## config.mk

```make
export PLATFORM = sky130hd
export DESIGN_NAME = rob_core_top
export DESIGN_NICKNAME = d
export VERILOG_FILES = /design/src/logic/rob_pkg.sv /design/src/logic/rob_ifs.sv /design/src/logic/insn_decode.sv /design/src/logic/exec_units.sv /design/src/logic/reorder_buffer.sv /design/src/logic/rob_core_top.sv
export VERILOG_INCLUDE_DIRS = /design/src /design/src/logic
export SDC_FILE = /design/constraint.sdc
export NUM_CORES = 2
export LEC_CHECK = 0
export BUFFER_PORTS_ARGS = -buffer_cell sky130_fd_sc_hd__buf_2
export CELL_PAD_IN_SITES_DETAIL_PLACEMENT = 1
export CELL_PAD_IN_SITES_GLOBAL_PLACEMENT = 1
export CORE_MARGIN = 2
export CORE_UTILIZATION = 41
export DETAILED_ROUTE_END_ITERATION = 8
export GPL_TIMING_DRIVEN = 0
export PLACE_DENSITY_LB_ADDON = 0.12
export SLEW_MARGIN = 25
export SYNTH_ARGS = -nofsm -noshare
export SYNTH_HDL_FRONTEND = slang
export SYNTH_SLANG_ARGS = --single-unit
```

## constraint.sdc

```tcl
create_clock -name clk -period 7.91 [get_ports clk]
set_input_delay 1.582 -clock clk [delete_from_list [all_inputs] [get_ports clk]]
set_output_delay 1.582 -clock clk [all_outputs]
set_load 0.01 [all_outputs]
```

## src/logic/rob_params.svh

```systemverilog
// Width and depth macros for the out-of-order back end.
`ifndef ROB_PARAMS_SVH
`define ROB_PARAMS_SVH

// ~~~~~~~~~~~~~~~~~~~~
// Datapath widths
// ~~~~~~~~~~~~~~~~~~~~
`define DATA_W 32                                   // Operand and result width.
`define REG_W 5                                     // Destination register index.

// ~~~~~~~~~~~~~~~~~~~~
// Reorder buffer size
// ~~~~~~~~~~~~~~~~~~~~
// Depth must be a power of two; TAG_W changes with it.
`define ROB_DEPTH 8
`define TAG_W 3                                     // Log2 of ROB_DEPTH.

`endif

```

## src/logic/rob_pkg.sv

```systemverilog
// Opcode enum and tag, register-index and data types.
`default_nettype none

`include "rob_params.svh"

package rob_pkg;

    // ~~~~~~~~~~~~~~~~~~~~
    // Opcodes
    // ~~~~~~~~~~~~~~~~~~~~
    typedef enum logic [2:0] {
        OP_ADD   = 3'd0,
        OP_SUB   = 3'd1,
        OP_XOR   = 3'd2,
        OP_MUL   = 3'd3,                            // Goes to the multiplier.
        OP_STORE = 3'd4                             // Passes operand a, no dest write.
    } op_e;

    // ~~~~~~~~~~~~~~~~~~~~
    // Common types
    // ~~~~~~~~~~~~~~~~~~~~
    typedef logic [`TAG_W-1:0]  rob_tag_t;          // Reorder buffer entry index.
    typedef logic [`REG_W-1:0]  reg_idx_t;
    typedef logic [`DATA_W-1:0] data_t;

endpackage

`default_nettype wire

```

## src/logic/rob_ifs.sv

```systemverilog
// Interfaces alloc_if, issue_if and complete_if.
`timescale 1ns/1ps
`default_nettype none

`include "rob_params.svh"

// Entry allocation, decode to reorder buffer.
interface alloc_if import rob_pkg::*; ();
    logic     alloc;
    rob_tag_t tag;                                  // Current tail.
    reg_idx_t dst;
    logic     dst_valid;
    logic     is_store;
    logic     full;

    modport decode (
        output alloc, dst, dst_valid, is_store,
        input  tag, full
    );

    modport buffer (
        input  alloc, dst, dst_valid, is_store,
        output tag, full
    );
endinterface

// Instruction issue, decode to one execution unit.
interface issue_if import rob_pkg::*; ();
    logic     valid;                                // One-cycle strobe.
    rob_tag_t tag;
    op_e      op;
    data_t    a;
    data_t    b;

    modport source (output valid, tag, op, a, b);
    modport sink   (input  valid, tag, op, a, b);
endinterface

// Completion, execution unit to reorder buffer.
interface complete_if import rob_pkg::*; ();
    logic     valid;
    rob_tag_t tag;
    data_t    value;

    modport source (output valid, tag, value);
    modport sink   (input  valid, tag, value);
endinterface

`default_nettype wire

```

## src/logic/insn_decode.sv

```systemverilog
// Decode stage: instruction accept, entry allocation and unit routing.
`timescale 1ns/1ps
`default_nettype none

`include "rob_params.svh"

module insn_decode import rob_pkg::*; (
    input  wire      clk,
    input  wire      reset,

    input  wire      insn_valid_i,
    input  op_e      insn_op_i,
    input  reg_idx_t insn_dst_i,
    input  data_t    insn_a_i,
    input  data_t    insn_b_i,
    output logic     insn_ready_o,

    alloc_if.decode  alloc,
    issue_if.source  alu_issue,
    issue_if.source  mul_issue
);

    logic accept;
    logic is_mul;
    logic is_store;

    // ~~~~~~~~~~~~~~~~~~~~
    // Accept and allocate
    // ~~~~~~~~~~~~~~~~~~~~
    assign insn_ready_o = ~alloc.full;
    assign accept       = insn_valid_i & insn_ready_o;

    assign is_mul   = (insn_op_i == OP_MUL);
    assign is_store = (insn_op_i == OP_STORE);

    assign alloc.alloc     = accept;
    assign alloc.dst       = insn_dst_i;
    assign alloc.dst_valid = ~is_store;             // Stores have no dest.
    assign alloc.is_store  = is_store;

    // ~~~~~~~~~~~~~~~~~~~~
    // Issue registers
    // ~~~~~~~~~~~~~~~~~~~~
    always_ff @(posedge clk) begin
        if (reset) begin
            alu_issue.valid <= 1'b0;
            mul_issue.valid <= 1'b0;
        end else begin
            alu_issue.valid <= accept & ~is_mul;
            mul_issue.valid <= accept & is_mul;
        end
    end

    // Payload only loads for the unit that gets the instruction.
    always_ff @(posedge clk) begin
        if (accept && !is_mul) begin
            alu_issue.tag <= alloc.tag;
            alu_issue.op  <= insn_op_i;
            alu_issue.a   <= insn_a_i;
            alu_issue.b   <= insn_b_i;
        end
    end

    always_ff @(posedge clk) begin
        if (accept && is_mul) begin
            mul_issue.tag <= alloc.tag;
            mul_issue.op  <= insn_op_i;
            mul_issue.a   <= insn_a_i;
            mul_issue.b   <= insn_b_i;
        end
    end

endmodule

`default_nettype wire

```

## src/logic/exec_units.sv

```systemverilog
// Execution units: single-cycle ALU and three-stage multiplier.
`timescale 1ns/1ps
`default_nettype none

`include "rob_params.svh"

module exec_units import rob_pkg::*; (
    input  wire        clk,
    input  wire        reset,

    issue_if.sink      alu_issue,
    issue_if.sink      mul_issue,

    complete_if.source alu_done,
    complete_if.source mul_done
);

    data_t    alu_result;

    logic     s1_valid;
    rob_tag_t s1_tag;
    data_t    s1_a;
    data_t    s1_b;

    logic     s2_valid;
    rob_tag_t s2_tag;
    data_t    s2_prod;

    // ~~~~~~~~~~~~~~~~~~~~
    // ALU
    // ~~~~~~~~~~~~~~~~~~~~
    always_comb begin
        case (alu_issue.op)
            OP_ADD:   alu_result = alu_issue.a + alu_issue.b;
            OP_SUB:   alu_result = alu_issue.a - alu_issue.b;
            OP_XOR:   alu_result = alu_issue.a ^ alu_issue.b;
            OP_STORE: alu_result = alu_issue.a;     // Store data.
            default:  alu_result = '0;
        endcase
    end

    always_ff @(posedge clk) begin
        if (reset) begin
            alu_done.valid <= 1'b0;
        end else begin
            alu_done.valid <= alu_issue.valid;
        end
    end

    always_ff @(posedge clk) begin
        alu_done.tag   <= alu_issue.tag;
        alu_done.value <= alu_result;
    end

    // ~~~~~~~~~~~~~~~~~~~~
    // Multiplier pipeline
    // ~~~~~~~~~~~~~~~~~~~~
    // Operand, product and output registers; one multiply per stage.
    always_ff @(posedge clk) begin
        if (reset) begin
            s1_valid       <= 1'b0;
            s2_valid       <= 1'b0;
            mul_done.valid <= 1'b0;
        end else begin
            s1_valid       <= mul_issue.valid;
            s2_valid       <= s1_valid;
            mul_done.valid <= s2_valid;
        end
    end

    always_ff @(posedge clk) begin
        s1_tag <= mul_issue.tag;
        s1_a   <= mul_issue.a;
        s1_b   <= mul_issue.b;

        s2_tag  <= s1_tag;
        s2_prod <= s1_a * s1_b;                     // Low half of product.

        mul_done.tag   <= s2_tag;
        mul_done.value <= s2_prod;
    end

endmodule

`default_nettype wire

```

## src/logic/reorder_buffer.sv

```systemverilog
// Reorder buffer: entry storage, completion marking and two-wide commit.
`timescale 1ns/1ps
`default_nettype none

`include "rob_params.svh"

module reorder_buffer import rob_pkg::*; (
    input  wire      clk,
    input  wire      reset,

    alloc_if.buffer  alloc,
    complete_if.sink alu_done,
    complete_if.sink mul_done,

    output logic     commit_valid_1_o,
    output logic     commit_we_1_o,
    output reg_idx_t commit_dst_1_o,
    output data_t    commit_data_1_o,
    output logic     commit_store_1_o,

    output logic     commit_valid_2_o,
    output logic     commit_we_2_o,
    output reg_idx_t commit_dst_2_o,
    output data_t    commit_data_2_o,
    output logic     commit_store_2_o
);

    localparam int CNT_W = `TAG_W + 1;

    // ~~~~~~~~~~~~~~~~~~~~
    // Entry state
    // ~~~~~~~~~~~~~~~~~~~~
    logic [`ROB_DEPTH-1:0] finish;
    reg_idx_t              dst_q       [`ROB_DEPTH];
    logic                  dst_valid_q [`ROB_DEPTH];
    logic                  store_q     [`ROB_DEPTH];
    data_t                 value_q     [`ROB_DEPTH];

    rob_tag_t              head;
    rob_tag_t              head_2;
    rob_tag_t              tail;
    logic [CNT_W-1:0]      count;

    logic                  commit_1;
    logic                  commit_2;
    logic [1:0]            commit_cnt;

    assign alloc.tag  = tail;
    assign alloc.full = (count == CNT_W'(`ROB_DEPTH));

    // ~~~~~~~~~~~~~~~~~~~~
    // Commit selection
    // ~~~~~~~~~~~~~~~~~~~~
    assign head_2 = head + 1'b1;                    // Wraps with the tag width.

    assign commit_1   = (count != '0) & finish[head];
    assign commit_2   = commit_1 & (count > CNT_W'(1)) & finish[head_2];
    assign commit_cnt = {1'b0, commit_1} + {1'b0, commit_2};

    assign commit_valid_1_o = commit_1;
    assign commit_we_1_o    = commit_1 & dst_valid_q[head];
    assign commit_dst_1_o   = dst_q[head];
    assign commit_data_1_o  = value_q[head];
    assign commit_store_1_o = commit_1 & store_q[head];

    assign commit_valid_2_o = commit_2;
    assign commit_we_2_o    = commit_2 & dst_valid_q[head_2];
    assign commit_dst_2_o   = dst_q[head_2];
    assign commit_data_2_o  = value_q[head_2];
    assign commit_store_2_o = commit_2 & store_q[head_2];

    // ~~~~~~~~~~~~~~~~~~~~
    // Pointers and finish bits
    // ~~~~~~~~~~~~~~~~~~~~
    always_ff @(posedge clk) begin
        if (reset) begin
            head   <= '0;
            tail   <= '0;
            count  <= '0;
            finish <= '0;
        end else begin
            head  <= head + rob_tag_t'(commit_cnt);
            count <= count + CNT_W'(alloc.alloc) - CNT_W'(commit_cnt);

            if (alloc.alloc) begin
                tail         <= tail + 1'b1;
                finish[tail] <= 1'b0;               // New entry not done.
            end
            if (alu_done.valid) begin
                finish[alu_done.tag] <= 1'b1;
            end
            if (mul_done.valid) begin
                finish[mul_done.tag] <= 1'b1;
            end
        end
    end

    // ~~~~~~~~~~~~~~~~~~~~
    // Entry payload
    // ~~~~~~~~~~~~~~~~~~~~
    always_ff @(posedge clk) begin
        if (alloc.alloc) begin
            dst_q[tail]       <= alloc.dst;
            dst_valid_q[tail] <= alloc.dst_valid;
            store_q[tail]     <= alloc.is_store;
        end
    end

    // Both units can write here in one cycle, always to different tags.
    always_ff @(posedge clk) begin
        if (alu_done.valid) begin
            value_q[alu_done.tag] <= alu_done.value;
        end
        if (mul_done.valid) begin
            value_q[mul_done.tag] <= mul_done.value;
        end
    end

endmodule

`default_nettype wire

```

## src/logic/rob_core_top.sv

```systemverilog
// Back-end top level: decode, execution units and reorder buffer.
`timescale 1ns/1ps
`default_nettype none

`include "rob_params.svh"

module rob_core_top import rob_pkg::*; (
    input  wire      clk,
    input  wire      reset,

    input  wire      insn_valid_i,
    input  op_e      insn_op_i,
    input  reg_idx_t insn_dst_i,
    input  data_t    insn_a_i,
    input  data_t    insn_b_i,
    output logic     insn_ready_o,

    output logic     commit_valid_1_o,
    output logic     commit_we_1_o,
    output reg_idx_t commit_dst_1_o,
    output data_t    commit_data_1_o,
    output logic     commit_store_1_o,

    output logic     commit_valid_2_o,
    output logic     commit_we_2_o,
    output reg_idx_t commit_dst_2_o,
    output data_t    commit_data_2_o,
    output logic     commit_store_2_o
);

    alloc_if    alloc ();
    issue_if    alu_issue ();
    issue_if    mul_issue ();
    complete_if alu_done ();
    complete_if mul_done ();

    insn_decode u_decode (
        .clk          (clk),
        .reset        (reset),
        .insn_valid_i (insn_valid_i),
        .insn_op_i    (insn_op_i),
        .insn_dst_i   (insn_dst_i),
        .insn_a_i     (insn_a_i),
        .insn_b_i     (insn_b_i),
        .insn_ready_o (insn_ready_o),
        .alloc        (alloc.decode),
        .alu_issue    (alu_issue.source),
        .mul_issue    (mul_issue.source)
    );

    exec_units u_exec (
        .clk       (clk),
        .reset     (reset),
        .alu_issue (alu_issue.sink),
        .mul_issue (mul_issue.sink),
        .alu_done  (alu_done.source),
        .mul_done  (mul_done.source)
    );

    reorder_buffer u_rob (
        .clk              (clk),
        .reset            (reset),
        .alloc            (alloc.buffer),
        .alu_done         (alu_done.sink),
        .mul_done         (mul_done.sink),
        .commit_valid_1_o (commit_valid_1_o),
        .commit_we_1_o    (commit_we_1_o),
        .commit_dst_1_o   (commit_dst_1_o),
        .commit_data_1_o  (commit_data_1_o),
        .commit_store_1_o (commit_store_1_o),
        .commit_valid_2_o (commit_valid_2_o),
        .commit_we_2_o    (commit_we_2_o),
        .commit_dst_2_o   (commit_dst_2_o),
        .commit_data_2_o  (commit_data_2_o),
        .commit_store_2_o (commit_store_2_o)
    );

endmodule

`default_nettype wire

```

==> results list <==
- Status: finished, final reports clean
- Across the run, the number of max-cap violations was 0.
- TritonCTS built the clock tree.
* Count of nets left with antenna violations after detail routing: 0
- For the pin with the worst max-slew slack, the measured transition is 1080 ps.
- The register with the most flip-flops in the layout has 256 of them.
* Port buffer count: 155
* DP Area: 47700 um^2
- Top cells by count, synth: sky130_fd_sc_hd__edfxtp_1 (449), sky130_fd_sc_hd__inv_1 (443), sky130_fd_sc_hd__fa_1 (411), sky130_fd_sc_hd__mux2_2 (332), sky130_fd_sc_hd__nand2_1 (309)
* Complex-gate fraction of the synthesized area: 3.65%
* Area inside the core boundary: 107000 um^2
- Critical Path Sink Type: register
* Final-layout fill cell count: 11100
- Full die area: 111000 um^2
- The final number of max-transition violations was 0.
- After clock tree synthesis, the setup repair step added 0 buffers.
* Number of storage elements in the synthesis netlist: 645
- After clock tree synthesis, the clock-pin slew on the worst setup and hold paths is 70 ps.
* GRT overflow: 0
- Width of the die: 334 um
* Number of distinct library cells after synthesis: 64
- The synthesized design spends more area on one cell type than any other, namely sky130_fd_sc_hd__edfxtp_1.
- Sequential share of power: 25.8%
* Total number of yosys warnings: 0
* Worst relative slew slack: 28.1%
- Clock network power share: 18.2%
- Path class of the lowest-slack min-delay path: register to register
* Initial standard-cell utilization of the core: 41.5%
- Overall routing resource usage: 27.4%
- At the end of routability-driven placement, the weighted congestion stood at 0.890.
* Fin Clk Skew: 46.4 ps
- Entering global routing, the biggest net connects 33 pins.
- Of the total synthesized cell area, the portion taken by AND, OR, NAND and NOR gates is 8.74%.
* Minimum hold slack: 324 ps
* Netlist area before placement: 44500 um^2
- Mean area per synthesized cell: 12.6 um^2
* Most frequently used cell type in the post-synthesis netlist: sky130_fd_sc_hd__edfxtp_1
- The first global-routing pass estimated 218000 um of wire.
- Yosys attributes the largest share of cell area to sky130_fd_sc_hd__edfxtp_1 (30%), sky130_fd_sc_hd__fa_1 (18%), sky130_fd_sc_hd__dfxtp_1 (8.8%), sky130_fd_sc_hd__mux2_2 (8.4%), sky130_fd_sc_hd__mux4_2 (8.1%).
- The via count of the first global-routing pass came to 30900.
* VDD IR max: 0.000506 V
- Proportion of synthesized chip area in sequential cells: 39.1%
- The post-route netlist has 23.3% of its cells at a drive strength greater than 1.
- Critical Path Source Type: register
* Fin crit share: 97.6%
- The largest registers in the layout are u_rob.value_q x256, u_rob.dst_q x40.
- Overall power of the completed layout: 18.3 mW
* Nets in the synthesized netlist: 4185
- Maximum level of the CTS H-tree: 3
- Share of async-settable or async-resettable flops after synthesis: 0%
- Summed over all nets, the half-perimeter wirelength after detailed placement is 118000 um.
* Top-area cell type share of the netlist area: 30.3%
- The synthesized netlist devotes 23.1% of its cell area to adder and majority cells.
- Most instantiated flip-flop cell in the synthesis netlist: sky130_fd_sc_hd__edfxtp_1
- Hold-fix buffers at CTS: 0
- For the finished layout, the period the worst path requires is 7720 ps.
- Peak Freq: 130 MHz
- At the worst endpoint, the arrival time is 8210 ps.
- The floorplan step set the die height to 334 um.
* Xor-xnor portion of the synthesized cell area: 3.50%
* Post-layout nets: 4428
- Layout-stage area growth over the synthesis result: 12.6%
- The clock reaches the later pin of the worst-skew pair after 660 ps.
* I/O pin count: 156
* Post-synthesis mux area share: 16.6%
- The register with the most flip-flops in the final layout is u_rob.value_q.
* Clk root buf: sky130_fd_sc_hd__clkbuf_16
- For the worst setup path, the data required time is 8400 ps.
* Unrepaired setup endpoints after global routing: no
* Number of buffers inserted during clock tree synthesis: 71
- Post-synthesis cell count: 3533
* Via density per instance: 5.44
* Clock Sinks: 645
- DRC violation count after routing: 0
* Final non-filler cell area: 50100 um^2
- In this run the worst path has a maximum fanout of 10.
- Number of detailed-routing iterations run before antenna repair: 5
- Setup Viol. Count Final: 0
- Max Root-Sink Buffers: 3
- Static leakage: 20.2 nW
* Core Rows: 120
* Main combinational cell family by area after synthesis: adder cells
* Average routed wire per standard cell: 28.7 um
- The number of antenna violations at the first check in global routing was 13.
* Total wirelength of the detailed-routed design: 151000 um
* Total number of vias: 28500
- The setup path with the least slack is of type register to register.
- Net switching is 43.4% of the power.
- Dividing total power by cell area gives a power density of 365 nW/um^2.
- Final number of hold-violating endpoints: 0
- EDFF count, synth: 449
- Internal portion of total power: 10.3 mW
- Final standard cell utilization of the core: 46.7%
- Combinational logic burns 56.1% of the power.
- First-iteration detailed-routing DRC count: 1996
* Switching power: 7.94 mW
worst paths after layout:
check,startpoint,to,slack [ps],depth (start not counted)
setup / recovery,u_exec.s1_a[2],u_exec.s2_prod[20],190,22
hold / removal,u_exec.s2_prod[5],u_exec.mul_done.value[5],320,0
setup reg to reg,u_exec.s1_a[2],u_exec.s2_prod[20],190,22
hold reg to reg,u_exec.s2_prod[5],u_exec.mul_done.value[5],320,0
power groups by stage:
stage | registers, mW | clock network [mW] | logic (mW)
floorplan | 4.49 | 0 | 6.71
global placement | 4.78 | 0 | 10.0
detailed placement | 4.76 | 0 | 10.2
CTS | 4.70 | 3.37 | 10.3
global route | 4.75 | 3.51 | 11.2
finish | 4.71 | 3.32 | 10.3
stage by stage:
step / TNS (ps) / setup slack (ps) / std cells
floorplan: 0 / 1100 / 3533
global placement: -4980 / -859 / 5091
detailed placement: -6160 / -962 / 5112
CTS: 0 / 24.1 / 5241
global route: 0 / 5.11 / 5238
finish: 0 / 192 / 5239
kinds of logic after synthesis:
logic type      count (synthesis)
compound gates                245
flops                         645
simple gates                  770
xor+xnor                      178
buf+inv                       619
mux                           499
fa+ha+maj                     577
critical path, cell delays in order, from the launching register on:
cell,delay [ps]
sky130_fd_sc_hd__dfxtp_1,430
sky130_fd_sc_hd__clkbuf_1,790
sky130_fd_sc_hd__nand2_1,170
sky130_fd_sc_hd__fa_1,430
sky130_fd_sc_hd__fa_1,470
sky130_fd_sc_hd__fa_1,560
sky130_fd_sc_hd__inv_1,60
sky130_fd_sc_hd__fa_1,430
sky130_fd_sc_hd__ha_1,290
sky130_fd_sc_hd__ha_1,290
sky130_fd_sc_hd__inv_1,80
sky130_fd_sc_hd__fa_1,430
sky130_fd_sc_hd__fa_1,520
sky130_fd_sc_hd__inv_1,50
sky130_fd_sc_hd__ha_1,340
sky130_fd_sc_hd__a211o_1,310
sky130_fd_sc_hd__a2111oi_2,560
sky130_fd_sc_hd__nor3_1,220
sky130_fd_sc_hd__a21boi_0,450
sky130_fd_sc_hd__nor2b_1,90
sky130_fd_sc_hd__o21a_1,180
sky130_fd_sc_hd__nor2_1,140
sky130_fd_sc_hd__xnor2_1,290
per-layer routing:
| metal | GRT usage (%) | wire length [um] | up-vias |
|---|---|---|---|
| met4 | 8.74 | 5190 | 4 |
| li1 | - | - | 12500 |
| met5 | 0 | 32 | - |
| met3 | 2.92 | 6850 | 208 |
| met2 | 47.4 | 74700 | 832 |
| met1 | 36.2 | 63800 | 14900 |
cell type report:
class / count / area, um^2 / area share, %
Tap cell: 1403 / 1760 / 3.50
Clock buffer: 100 / 2050 / 4.09
Timing Repair Buffer: 176 / 1290 / 2.57
Sequential cell: 645 / 17400 / 34.8
Inverter: 444 / 1670 / 3.33
Multi-Input combinational cell: 2269 / 24900 / 49.7
Clock inverter: 32 / 318 / 0.634
Buffer: 169 / 719 / 1.44
Antenna cell: 1 / 2.50 / 0.00499
repair_timing:
item,4_1_cts,5_1_grt
gates cloned,0,0
endpoints found under the setup margin,13,6
gates resized for setup,37,47
layout by cell type (no fill, tap or decap), drive strengths merged, types with 12 or more instances in the layout:
| cell | n |
|---|---|
| edfxtp | 449 |
| inv | 449 |
| fa | 411 |
| mux2 | 332 |
| nand2 | 309 |
| and2 | 285 |
| clkbuf | 252 |
| dfxtp | 196 |
| buf | 193 |
| ha | 166 |
| mux4 | 160 |
| xnor2 | 98 |
| xor2 | 80 |
| nor2 | 67 |
| a21oi | 57 |
| o21ai | 46 |
| a21o | 23 |
| clkinv | 23 |
| a22oi | 21 |
| nor3 | 18 |
| nor2b | 16 |
| o31ai | 15 |
| nand3 | 14 |
| a31oi | 13 |
| o21a | 12 |
Power figures use the tool's default switching activity.
